**src/hdl/core_pkg.sv**
```systemverilog
`default_nettype none

package core_pkg;

    // ------------------------------
    // Major opcodes
    // ------------------------------
    typedef enum logic [6:0] {
        OPC_LUI    = 7'b0110111,
        OPC_AUIPC  = 7'b0010111,
        OPC_JAL    = 7'b1101111,
        OPC_JALR   = 7'b1100111,
        OPC_BRANCH = 7'b1100011,
        OPC_LOAD   = 7'b0000011,
        OPC_STORE  = 7'b0100011,
        OPC_OP_IMM = 7'b0010011,
        OPC_OP     = 7'b0110011
    } opcode_e;

    // ------------------------------
    // Function codes
    // ------------------------------
    typedef enum logic [2:0] {
        F3_BEQ  = 3'b000, F3_BNE  = 3'b001, F3_BLT  = 3'b100,
        F3_BGE  = 3'b101, F3_BLTU = 3'b110, F3_BGEU = 3'b111
    } branch_f3_e;

    typedef enum logic [2:0] {
        F3_LB  = 3'b000, F3_LH  = 3'b001, F3_LW  = 3'b010,
        F3_LBU = 3'b100, F3_LHU = 3'b101
    } load_f3_e;

    typedef enum logic [2:0] {
        F3_SB = 3'b000, F3_SH = 3'b001, F3_SW = 3'b010
    } store_f3_e;

    // Shared by OP and OP_IMM
    typedef enum logic [2:0] {
        F3_ADD = 3'b000, F3_SLL = 3'b001, F3_SLT = 3'b010, F3_SLTU = 3'b011,
        F3_XOR = 3'b100, F3_SR  = 3'b101, F3_OR  = 3'b110, F3_AND  = 3'b111
    } alu_f3_e;

    // M extension, funct7 = F7_MULDIV
    typedef enum logic [2:0] {
        F3_MUL = 3'b000, F3_MULH = 3'b001, F3_MULHSU = 3'b010, F3_MULHU = 3'b011,
        F3_DIV = 3'b100, F3_DIVU = 3'b101, F3_REM    = 3'b110, F3_REMU  = 3'b111
    } muldiv_f3_e;

    localparam logic [6:0] F7_BASE   = 7'b0000000;
    localparam logic [6:0] F7_ALT    = 7'b0100000;
    localparam logic [6:0] F7_MULDIV = 7'b0000001;

    // ------------------------------
    // Operation codes to execute
    // ------------------------------
    typedef enum logic [5:0] {
        ALU_NONE,
        ALU_LUI, ALU_AUIPC, ALU_JAL, ALU_JALR,
        ALU_BEQ, ALU_BNE, ALU_BLT, ALU_BGE, ALU_BLTU, ALU_BGEU,
        ALU_MEM,
        ALU_ADDI, ALU_SLTI, ALU_SLTIU, ALU_XORI, ALU_ORI, ALU_ANDI,
        ALU_SLLI, ALU_SRLI, ALU_SRAI,
        ALU_ADD, ALU_SUB, ALU_SLL, ALU_SLT, ALU_SLTU,
        ALU_XOR, ALU_SRL, ALU_SRA, ALU_OR, ALU_AND,
        ALU_MUL, ALU_MULH, ALU_MULHSU, ALU_MULHU,
        ALU_DIV, ALU_DIVU, ALU_REM, ALU_REMU
    } alu_op_e;

    typedef enum logic [2:0] {
        BR_NONE, BR_BEQ, BR_BNE, BR_BLT, BR_BGE, BR_BLTU, BR_BGEU
    } br_op_e;

    typedef enum logic [3:0] {
        MEM_NONE, MEM_LB, MEM_LH, MEM_LW, MEM_LBU, MEM_LHU, MEM_SB, MEM_SH, MEM_SW
    } mem_op_e;

    // ------------------------------
    // Compressed subset
    // ------------------------------
    localparam logic [1:0] RVC_Q0 = 2'b00;
    localparam logic [1:0] RVC_Q1 = 2'b01;
    localparam logic [1:0] RVC_Q2 = 2'b10;

    localparam logic [2:0] C0_F3_LW     = 3'b010;
    localparam logic [2:0] C0_F3_SW     = 3'b110;
    localparam logic [2:0] C1_F3_ADDI   = 3'b000;
    localparam logic [2:0] C1_F3_LI     = 3'b010;
    localparam logic [2:0] C1_F3_LUI    = 3'b011;
    localparam logic [2:0] C1_F3_J      = 3'b101;
    localparam logic [2:0] C1_F3_BEQZ   = 3'b110;
    localparam logic [2:0] C1_F3_BNEZ   = 3'b111;
    localparam logic [2:0] C2_F3_MV_ADD = 3'b100;

    // ------------------------------
    // Pipeline payloads
    // ------------------------------
    // Low 16 bits only when [1:0] != 2'b11
    typedef logic [31:0] fetch_word_t;

    typedef struct packed {
        logic [31:0] instr;
        logic        compressed;
        logic        expand_err;
    } expanded_t;

    typedef struct packed {
        logic        en_alu;
        logic        en_branch;
        logic        en_mem;
        alu_op_e     alu_op;
        br_op_e      br_op;
        mem_op_e     mem_op;
        logic        mem_read;
        logic        mem_write;
        logic        rs1_read;
        logic        rs2_read;
        logic        reg_write;
        logic [4:0]  rs1;
        logic [4:0]  rs2;
        logic [4:0]  rd;
        logic [31:0] imm;
        logic        compressed;
        logic        illegal;
    } decoded_t;

endpackage

`default_nettype wire

```
**src/hdl/decode_top.sv**
```systemverilog
`default_nettype none

module decode_top
    import core_pkg::*;
(
    input  logic        clk_i,
    input  logic        rst_n_i,
    input  logic        instr_valid_i,
    output logic        instr_ready_o,
    input  fetch_word_t instr_i,
    output logic        dec_valid_o,
    input  logic        dec_ready_i,
    output decoded_t    dec_o
);

    expanded_t exp_comb;
    expanded_t exp_q;
    logic      exp_valid;
    logic      exp_ready;
    decoded_t  dec_comb;

    // ------------------------------
    // Stage 1, RVC expansion
    // ------------------------------
    rvc_expander u_rvc_expander (
        .instr_i (instr_i),
        .exp_o   (exp_comb)
    );

    pipe_stage #(
        .payload_t (expanded_t)
    ) u_exp_stage (
        .clk_i   (clk_i),
        .rst_n_i (rst_n_i),
        .valid_i (instr_valid_i),
        .ready_o (instr_ready_o),
        .data_i  (exp_comb),
        .valid_o (exp_valid),
        .ready_i (exp_ready),
        .data_o  (exp_q)
    );

    // ------------------------------
    // Stage 2, instruction decode
    // ------------------------------
    instr_decoder u_instr_decoder (
        .exp_i (exp_q),
        .dec_o (dec_comb)
    );

    pipe_stage #(
        .payload_t (decoded_t)
    ) u_dec_stage (
        .clk_i   (clk_i),
        .rst_n_i (rst_n_i),
        .valid_i (exp_valid),
        .ready_o (exp_ready),
        .data_i  (dec_comb),
        .valid_o (dec_valid_o),
        .ready_i (dec_ready_i),
        .data_o  (dec_o)
    );

endmodule

`default_nettype wire

```
**src/hdl/instr_decoder.sv**
```systemverilog
`default_nettype none

module instr_decoder
    import core_pkg::*;
(
    input  expanded_t exp_i,
    output decoded_t  dec_o
);

    logic [31:0] instr;
    logic [6:0]  opcode;
    logic [2:0]  funct3;
    logic [6:0]  funct7;
    logic [4:0]  rd;
    logic [4:0]  rs1;
    logic [4:0]  rs2;
    logic [31:0] imm_i;
    logic [31:0] imm_s;
    logic [31:0] imm_b;
    logic [31:0] imm_u;
    logic [31:0] imm_j;
    logic [31:0] shamt;
    logic        bad;

    // ------------------------------
    // Field extraction
    // ------------------------------
    assign instr  = exp_i.instr;
    assign opcode = instr[6:0];
    assign funct3 = instr[14:12];
    assign funct7 = instr[31:25];
    assign rd     = instr[11:7];
    assign rs1    = instr[19:15];
    assign rs2    = instr[24:20];

    assign imm_i = {{21{instr[31]}}, instr[30:20]};
    assign imm_s = {{21{instr[31]}}, instr[30:25], instr[11:7]};
    assign imm_b = {{20{instr[31]}}, instr[7], instr[30:25], instr[11:8], 1'b0};
    assign imm_u = {instr[31:12], 12'b0};
    assign imm_j = {{12{instr[31]}}, instr[19:12], instr[20], instr[30:21], 1'b0};
    assign shamt = {27'b0, instr[24:20]};

    // ------------------------------
    // Decode
    // ------------------------------
    always_comb begin
        dec_o            = '0;
        bad              = 1'b0;
        dec_o.rs1        = rs1;
        dec_o.rs2        = rs2;
        dec_o.rd         = rd;
        dec_o.compressed = exp_i.compressed;

        case (opcode)
            OPC_LUI: begin
                dec_o.en_alu    = 1'b1;
                dec_o.alu_op    = ALU_LUI;
                dec_o.reg_write = 1'b1;
                dec_o.imm       = imm_u;
            end
            OPC_AUIPC: begin
                dec_o.en_alu    = 1'b1;
                dec_o.alu_op    = ALU_AUIPC;
                dec_o.reg_write = 1'b1;
                dec_o.imm       = imm_u;
            end
            OPC_JAL: begin
                dec_o.en_alu    = 1'b1;
                dec_o.alu_op    = ALU_JAL;
                dec_o.reg_write = 1'b1;
                dec_o.imm       = imm_j;
            end
            OPC_JALR: begin
                dec_o.en_alu    = 1'b1;
                dec_o.alu_op    = ALU_JALR;
                dec_o.rs1_read  = 1'b1;
                dec_o.reg_write = 1'b1;
                dec_o.imm       = imm_i;
                bad             = (funct3 != 3'b000);
            end

            OPC_BRANCH: begin
                // Compare runs in the ALU, target in the branch unit
                dec_o.en_alu    = 1'b1;
                dec_o.en_branch = 1'b1;
                dec_o.rs1_read  = 1'b1;
                dec_o.rs2_read  = 1'b1;
                dec_o.imm       = imm_b;
                case (funct3)
                    F3_BEQ:  {dec_o.alu_op, dec_o.br_op} = {ALU_BEQ, BR_BEQ};
                    F3_BNE:  {dec_o.alu_op, dec_o.br_op} = {ALU_BNE, BR_BNE};
                    F3_BLT:  {dec_o.alu_op, dec_o.br_op} = {ALU_BLT, BR_BLT};
                    F3_BGE:  {dec_o.alu_op, dec_o.br_op} = {ALU_BGE, BR_BGE};
                    F3_BLTU: {dec_o.alu_op, dec_o.br_op} = {ALU_BLTU, BR_BLTU};
                    F3_BGEU: {dec_o.alu_op, dec_o.br_op} = {ALU_BGEU, BR_BGEU};
                    default: bad = 1'b1;
                endcase
            end

            OPC_LOAD: begin
                dec_o.en_alu    = 1'b1;
                dec_o.en_mem    = 1'b1;
                dec_o.alu_op    = ALU_MEM;
                dec_o.mem_read  = 1'b1;
                dec_o.rs1_read  = 1'b1;
                dec_o.reg_write = 1'b1;
                dec_o.imm       = imm_i;
                case (funct3)
                    F3_LB:   dec_o.mem_op = MEM_LB;
                    F3_LH:   dec_o.mem_op = MEM_LH;
                    F3_LW:   dec_o.mem_op = MEM_LW;
                    F3_LBU:  dec_o.mem_op = MEM_LBU;
                    F3_LHU:  dec_o.mem_op = MEM_LHU;
                    default: bad = 1'b1;
                endcase
            end

            OPC_STORE: begin
                dec_o.en_alu    = 1'b1;
                dec_o.en_mem    = 1'b1;
                dec_o.alu_op    = ALU_MEM;
                dec_o.mem_write = 1'b1;
                dec_o.rs1_read  = 1'b1;
                dec_o.rs2_read  = 1'b1;
                dec_o.imm       = imm_s;
                case (funct3)
                    F3_SB:   dec_o.mem_op = MEM_SB;
                    F3_SH:   dec_o.mem_op = MEM_SH;
                    F3_SW:   dec_o.mem_op = MEM_SW;
                    default: bad = 1'b1;
                endcase
            end

            OPC_OP_IMM: begin
                dec_o.en_alu    = 1'b1;
                dec_o.rs1_read  = 1'b1;
                dec_o.reg_write = 1'b1;
                dec_o.imm       = imm_i;
                case (funct3)
                    F3_ADD:  dec_o.alu_op = ALU_ADDI;
                    F3_SLT:  dec_o.alu_op = ALU_SLTI;
                    F3_SLTU: dec_o.alu_op = ALU_SLTIU;
                    F3_XOR:  dec_o.alu_op = ALU_XORI;
                    F3_OR:   dec_o.alu_op = ALU_ORI;
                    F3_AND:  dec_o.alu_op = ALU_ANDI;
                    F3_SLL: begin
                        dec_o.alu_op = ALU_SLLI;
                        dec_o.imm    = shamt;
                        bad          = (funct7 != F7_BASE);
                    end
                    default: begin
                        // Logical or arithmetic right shift by funct7
                        dec_o.imm = shamt;
                        case (funct7)
                            F7_BASE: dec_o.alu_op = ALU_SRLI;
                            F7_ALT:  dec_o.alu_op = ALU_SRAI;
                            default: bad = 1'b1;
                        endcase
                    end
                endcase
            end

            OPC_OP: begin
                dec_o.en_alu    = 1'b1;
                dec_o.rs1_read  = 1'b1;
                dec_o.rs2_read  = 1'b1;
                dec_o.reg_write = 1'b1;
                case ({funct7, funct3})
                    {F7_BASE, F3_ADD}:      dec_o.alu_op = ALU_ADD;
                    {F7_ALT, F3_ADD}:       dec_o.alu_op = ALU_SUB;
                    {F7_BASE, F3_SLL}:      dec_o.alu_op = ALU_SLL;
                    {F7_BASE, F3_SLT}:      dec_o.alu_op = ALU_SLT;
                    {F7_BASE, F3_SLTU}:     dec_o.alu_op = ALU_SLTU;
                    {F7_BASE, F3_XOR}:      dec_o.alu_op = ALU_XOR;
                    {F7_BASE, F3_SR}:       dec_o.alu_op = ALU_SRL;
                    {F7_ALT, F3_SR}:        dec_o.alu_op = ALU_SRA;
                    {F7_BASE, F3_OR}:       dec_o.alu_op = ALU_OR;
                    {F7_BASE, F3_AND}:      dec_o.alu_op = ALU_AND;
                    {F7_MULDIV, F3_MUL}:    dec_o.alu_op = ALU_MUL;
                    {F7_MULDIV, F3_MULH}:   dec_o.alu_op = ALU_MULH;
                    {F7_MULDIV, F3_MULHSU}: dec_o.alu_op = ALU_MULHSU;
                    {F7_MULDIV, F3_MULHU}:  dec_o.alu_op = ALU_MULHU;
                    {F7_MULDIV, F3_DIV}:    dec_o.alu_op = ALU_DIV;
                    {F7_MULDIV, F3_DIVU}:   dec_o.alu_op = ALU_DIVU;
                    {F7_MULDIV, F3_REM}:    dec_o.alu_op = ALU_REM;
                    {F7_MULDIV, F3_REMU}:   dec_o.alu_op = ALU_REMU;
                    default:                bad = 1'b1;
                endcase
            end

            default: begin
                bad = 1'b1;
            end
        endcase

        // Illegal word leaves no side effects downstream
        if (bad || exp_i.expand_err) begin
            dec_o            = '0;
            dec_o.compressed = exp_i.compressed;
            dec_o.illegal    = 1'b1;
        end
    end

endmodule

`default_nettype wire

```
**src/hdl/pipe_stage.sv**
```systemverilog
`default_nettype none

module pipe_stage #(
    parameter type payload_t = logic
) (
    input  logic     clk_i,
    input  logic     rst_n_i,
    input  logic     valid_i,
    output logic     ready_o,
    input  payload_t data_i,
    output logic     valid_o,
    input  logic     ready_i,
    output payload_t data_o
);

    logic     valid_q;
    payload_t data_q;

    // Accept when empty or when the held entry leaves this cycle
    assign ready_o = !valid_q || ready_i;

    always_ff @(posedge clk_i or negedge rst_n_i) begin
        if (!rst_n_i) begin
            valid_q <= 1'b0;
        end else if (ready_o) begin
            valid_q <= valid_i;
        end
    end

    always_ff @(posedge clk_i) begin
        if (valid_i && ready_o) begin
            data_q <= data_i;
        end
    end

    assign valid_o = valid_q;
    assign data_o  = data_q;

endmodule

`default_nettype wire

```
**src/hdl/rvc_expander.sv**
```systemverilog
`default_nettype none

module rvc_expander
    import core_pkg::*;
(
    input  fetch_word_t instr_i,
    output expanded_t   exp_o
);

    logic [15:0] cw;
    logic [1:0]  quad;
    logic [2:0]  cf3;
    logic [4:0]  rd_full;
    logic [4:0]  rs2_full;
    logic [4:0]  reg_lo_p;
    logic [4:0]  reg_hi_p;
    logic [11:0] imm6_sx;
    logic [11:0] word_off;
    logic [20:0] j_imm;
    logic [12:0] b_imm;

    // ------------------------------
    // Compressed fields
    // ------------------------------
    assign cw       = instr_i[15:0];
    assign quad     = cw[1:0];
    assign cf3      = cw[15:13];
    assign rd_full  = cw[11:7];
    assign rs2_full = cw[6:2];

    // rd' / rs2' and rs1', mapped onto x8..x15
    assign reg_lo_p = {2'b01, cw[4:2]};
    assign reg_hi_p = {2'b01, cw[9:7]};

    assign imm6_sx  = {{6{cw[12]}}, cw[12], cw[6:2]};

    // C.LW / C.SW word offset, zero extended
    assign word_off = {5'b0, cw[5], cw[12:10], cw[6], 2'b00};

    // C.J offset[11|4|9:8|10|6|7|3:1|5]
    assign j_imm = {{9{cw[12]}}, cw[12], cw[8], cw[10:9], cw[6], cw[7],
                    cw[2], cw[11], cw[5:3], 1'b0};

    // C.BEQZ / C.BNEZ offset[8|4:3] and [7:6|2:1|5]
    assign b_imm = {{4{cw[12]}}, cw[12], cw[6:5], cw[2], cw[11:10], cw[4:3], 1'b0};

    // ------------------------------
    // Expansion
    // ------------------------------
    always_comb begin
        exp_o = '0;
        if (quad == 2'b11) begin
            exp_o.instr = instr_i;
        end else begin
            exp_o.compressed = 1'b1;
            case ({quad, cf3})
                {RVC_Q0, C0_F3_LW}: begin
                    exp_o.instr = {word_off, reg_hi_p, F3_LW, reg_lo_p, OPC_LOAD};
                end
                {RVC_Q0, C0_F3_SW}: begin
                    exp_o.instr = {word_off[11:5], reg_lo_p, reg_hi_p, F3_SW,
                                   word_off[4:0], OPC_STORE};
                end
                {RVC_Q1, C1_F3_ADDI}: begin
                    exp_o.instr = {imm6_sx, rd_full, F3_ADD, rd_full, OPC_OP_IMM};
                end
                {RVC_Q1, C1_F3_LI}: begin
                    exp_o.instr = {imm6_sx, 5'd0, F3_ADD, rd_full, OPC_OP_IMM};
                end
                {RVC_Q1, C1_F3_LUI}: begin
                    // rd = x2 is C.ADDI16SP, zero immediate is reserved
                    if (rd_full == 5'd2 || {cw[12], cw[6:2]} == 6'd0) begin
                        exp_o.expand_err = 1'b1;
                    end else begin
                        exp_o.instr = {{14{cw[12]}}, cw[12], cw[6:2], rd_full, OPC_LUI};
                    end
                end
                {RVC_Q1, C1_F3_J}: begin
                    exp_o.instr = {j_imm[20], j_imm[10:1], j_imm[11], j_imm[19:12],
                                   5'd0, OPC_JAL};
                end
                {RVC_Q1, C1_F3_BEQZ}: begin
                    exp_o.instr = {b_imm[12], b_imm[10:5], 5'd0, reg_hi_p, F3_BEQ,
                                   b_imm[4:1], b_imm[11], OPC_BRANCH};
                end
                {RVC_Q1, C1_F3_BNEZ}: begin
                    exp_o.instr = {b_imm[12], b_imm[10:5], 5'd0, reg_hi_p, F3_BNE,
                                   b_imm[4:1], b_imm[11], OPC_BRANCH};
                end
                {RVC_Q2, C2_F3_MV_ADD}: begin
                    // rs2 = x0 selects C.JR, C.JALR or C.EBREAK
                    if (rs2_full == 5'd0) begin
                        exp_o.expand_err = 1'b1;
                    end else if (!cw[12]) begin
                        exp_o.instr = {F7_BASE, rs2_full, 5'd0, F3_ADD, rd_full, OPC_OP};
                    end else begin
                        exp_o.instr = {F7_BASE, rs2_full, rd_full, F3_ADD, rd_full, OPC_OP};
                    end
                end
                default: begin
                    exp_o.expand_err = 1'b1;
                end
            endcase
        end
    end

endmodule

`default_nettype wire

```
**config.mk**
```make
export PLATFORM = sky130hd
export DESIGN_NAME = decode_top
export DESIGN_NICKNAME = d
export VERILOG_FILES = /design/src/hdl/core_pkg.sv /design/src/hdl/decode_top.sv /design/src/hdl/instr_decoder.sv /design/src/hdl/pipe_stage.sv /design/src/hdl/rvc_expander.sv
export SDC_FILE = /design/constraint.sdc
export NUM_CORES = 1
export LEC_CHECK = 0
export ABC_AREA = 1
export BUFFER_PORTS_ARGS = -buffer_cell sky130_fd_sc_hd__buf_4
export CORE_ASPECT_RATIO = 0.6
export CORE_MARGIN = 2
export CORE_UTILIZATION = 55
export DETAILED_ROUTE_END_ITERATION = 8
export GPL_TIMING_DRIVEN = 0
export PLACE_DENSITY_LB_ADDON = 0.25
export SLEW_MARGIN = 0
export SYNTH_ARGS = -nofsm -noshare
export SYNTH_HDL_FRONTEND = slang
export SYNTH_SLANG_ARGS = --single-unit
```
**constraint.sdc**
```tcl
create_clock -name clk_i -period 5.3 [get_ports clk_i]
set_clock_uncertainty 0.05 [all_clocks]
set_input_delay 0.53 -clock clk_i [delete_from_list [all_inputs] [get_ports clk_i]]
set_output_delay 0.53 -clock clk_i [all_outputs]
set_load 0.005 [all_outputs]
```
==> summary.md <==
The run gives 0 as the overflow left after global routing. The switching share of power is 26.0%, and the number of vias in the routed layout is 5,196. Final worst-path cycle share: 47.3%. In the post-synthesis netlist, the cell with the most instances is nor2_1. The first global-routing pass estimated 27.0 mm of wire. Counting tap cells, the placed design contains a total of 883 instances.

Measured on the finished design, the core utilization comes to 70.4%. Of all flip-flops after synthesis, the portion carrying an async set or reset was 1.89%. Dividing the detail-routed via count by the number of cells gives 5.77.

The worst hold path begins at instr_valid_i. The tools report the endpoint of the worst hold path as u_exp_stage.valid_o. The internal power summed over all cells came out at 0.00151 W.

Remaining routing DRC violations: 0. The power density over the cells is 291 nW/µm², and the share of Yosys cell area claimed by the top area cell type is 55.4%. Die height: 82.5 µm. The worst pin sits at a relative slew slack of 51.2%. For the instance count of the mapped netlist, the log shows 639. The switching power was 0.000529 W. Clock-pin slew was measured on the worst setup and hold paths at 70 ps.

Summed over all cells, the static leakage comes to 3.00 nW. TritonCTS built the clock tree. The share of power burned in the clock network is 32.1%. After synthesis the cells add up to 5640 µm². Counting cells, the worst reg-to-reg path comes to 8. Buffers inserted during clock tree synthesis total 9. The estimated wirelength of the detail-placed design was 13.9 mm. Dividing the detail-routed wire length by the instance count gives 19.6 µm.

For the setup slack of the critical path after layout, the log shows 2790 ps. The sum of negative setup slack was 0 ps. Final count of hold timing violations: 0. For this run, the leading register cell type out of synthesis is edfxtp_1. In this run, synthesis produced a sequential element count of 106. Number of max-slew violations in the final report: 0. In this run the register-to-register setup slack is 2790 ps. Overall power consumption after layout is estimated at 0.00203 W.

Across every metal layer, demand over resource in global routing totals 33.3%. The critical path is of the register to register type. The startpoint of the worst register-to-register path is u_exp_stage.data_o[8]. The share of total power dissipated in combinational logic is 16.0%. In the post-synthesis netlist, the biggest area contributors are edfxtp_1, nor2_1, nand2_1, inv_1, nand3_1. The share of total power dissipated in sequential elements is 52.0%. For the initial DRC count, the log shows 680. After synthesis, the mean cell area works out to 8.83 µm².

For the critical path data required time, the log shows 5350 ps. The worst register-to-register path ends at u_dec_stage.data_o[64]. The Yosys step of the flow raised 0 warnings. The pin count of the biggest net entering global routing was 35; the full die area was 11,100 µm².

OpenSTA, run right after detailed placement, puts the worst setup slack at 2890 ps. Data on the critical path arrives at its endpoint at 2550 ps. The tools report the number of post-CTS setup repair buffers as 0. In this run the standard cell core region covers 9910 µm².

For the final weighted congestion of routability-driven global placement, the log shows 1.01. Maximum clock rate: 0.399 GHz. The tree is rooted in a clkbuf_16.

Yosys mapped a number of flops with a built-in enable equal to 104. The clock passes through at most 2 buffers. The final layout contains 797 nets. The logs give 108 for the number of top-level design ports and 0.231 mV for the largest voltage drop on the vdd net.

The floorplan row count was 28; the final count of negative-setup-slack endpoints was 0. The critical-path maximum fanout came out at 10. By count the netlist is led by nor2_1, nand2_1, edfxtp_1. During placement, the flow inserted port buffers numbering 107. The number of instances resized during post-cts repair is 0, and the layout-stage area growth over the synthesis result is 23.8%.

Summed over all layers, the routed wires come to 17.6 mm. For the pin with the worst max-slew slack, the measured transition is 730 ps. The endpoint type of the worst setup path was a register.

The number of global-route vias before repair was 4,838. After synthesis, flip-flops and latches occupy 56.2% of the total area. The final antenna diode count is 0. The kind of start point of the critical path was a register.

The tools report the initial antenna violation count as 0. The run gives 1 as the post-cts hold buffer count. The tools report the number of antenna-violating nets in the routed design as 0.

The total of fill cells in the finished design is 781. The flow ran to the end, and the final reports show no timing, DRC or antenna violations. The clock latency on the worst-skew pair was 340 ps. The die boundary width is 135 µm. The number of search-and-repair iterations in the first detailed-routing pass came out at 7. For this configuration, the core starts out at a cell density of 56.9%.

For the number of levels the H-tree was split into, the log shows 3. The class of the most critical hold timing path is primary input to register. The run gives 0 as the number of violations of the max-capacitance limit. The post-route netlist has 23.5% of its cells at a drive strength greater than 1. The largest total area in the synthesized netlist belongs to edfxtp_1.

The number of stages on the worst hold path works out to 3. Counting every net in the synthesized netlist gives 675. Counting I/O delays and the setup requirement, the final critical path takes 2510 ps. Setup repair after global routing left no endpoint under its margin. The final standard cell count with taps included and fillers excluded is 900. The number of distinct standard cells referenced by the synthesized netlist was 35. The clock sink count is 106.
per-layer routing:
layer / wire length, µm / global-route usage, % / vias up
met4: 214 / 7.79 / 0
li1: - / - / 2383
met1: 7730 / 51.6 / 2375
met2: 6880 / 44.2 / 400
met5: 0 / 0 / -
met3: 2780 / 11.6 / 38
kinds of logic after synthesis:
logic type | synth area share (%)
buf+inv | 7.19
flops | 56.2
compound gates | 9.16
simple gates | 27.4
power by group through the flow:
stage / Combinational, W / Sequential [W] / Clock, W
floorplan: 0.000138 / 0.00107 / 0
global placement: 0.000299 / 0.00108 / 0
detailed placement: 0.000314 / 0.00107 / 0
CTS: 0.000316 / 0.00106 / 0.000657
global route: 0.000353 / 0.00106 / 0.000687
finish: 0.000325 / 0.00106 / 0.000652
worst max-delay path by stage:
stage	start	endpoint	slack, ps	cells after the start
2_1_floorplan	dec_ready_i	u_dec_stage.data_o[0]	760	2
3_3_place_gp	dec_ready_i	u_dec_stage.data_o[28]	-280	3
3_5_place_dp	u_exp_stage.data_o[8]	u_dec_stage.data_o[64]	2890	8
4_1_cts	u_exp_stage.data_o[8]	u_dec_stage.data_o[38]	2880	8
5_1_grt	u_exp_stage.data_o[4]	u_dec_stage.data_o[64]	2630	12
6_report	u_exp_stage.data_o[8]	u_dec_stage.data_o[64]	2790	8
flip-flops by register name, indices dropped and copies added, names as in the netlist:
signal and count:
u_dec_stage.data_o 70, u_dec_stage.valid_o 1, u_exp_stage.data_o 34, u_exp_stage.valid_o 1
placed cells by master (no fill, tap or decap), types with 2 or more instances in the layout:
cell	n
nor2_1	134
nor2_4	5
clkbuf_1	5
nor3_1	2
nand4_1	12
buf_4	107
inv_2	11
o21ai_1	5
nand3_1	37
clkbuf_16	9
clkinv_1	3
o21ai_0	25
nand2_1	133
clkinvlp_4	2
inv_1	67
nor2_2	21
nand2_2	5
buf_12	3
a22oi_1	4
o221ai_1	3
edfxtp_1	104
buf_6	4
dfrtp_1	2
buf_2	3
o2111ai_1	7
o211ai_1	9
a21oi_1	26
buf_8	2
cell type report:
type / instances / area, µm² / area share (%)
clock inverter: 4 / 53.8 / 0.771
tap: 135 / 169 / 2.42
timing repair buffer: 111 / 873 / 12.5
multi-input combinational: 440 / 2070 / 29.7
buffer: 12 / 101 / 1.45
inverter: 81 / 304 / 4.35
clock buffer: 11 / 233 / 3.33
sequential: 106 / 3170 / 45.4
per-stage QoR:
step | hold WS (ps) | cell area [µm²]
finish | 367 | 6980
global route | 376 | 6980
CTS | 355 | 6960
detailed placement | 265 | 6670
global placement | 262 | 6610
floorplan | 184 | 5640
worst max-delay path: stages (launching register included):
cell and delay (ps):
edfxtp_1 480, nor2_4 240, nand2_1 100, nor2_1 580, nand3_2 180, nand2_1 140, buf_6 200, buf_6 200
nor2_1 70
No activity file was read; power rests on OpenSTA's default activity.
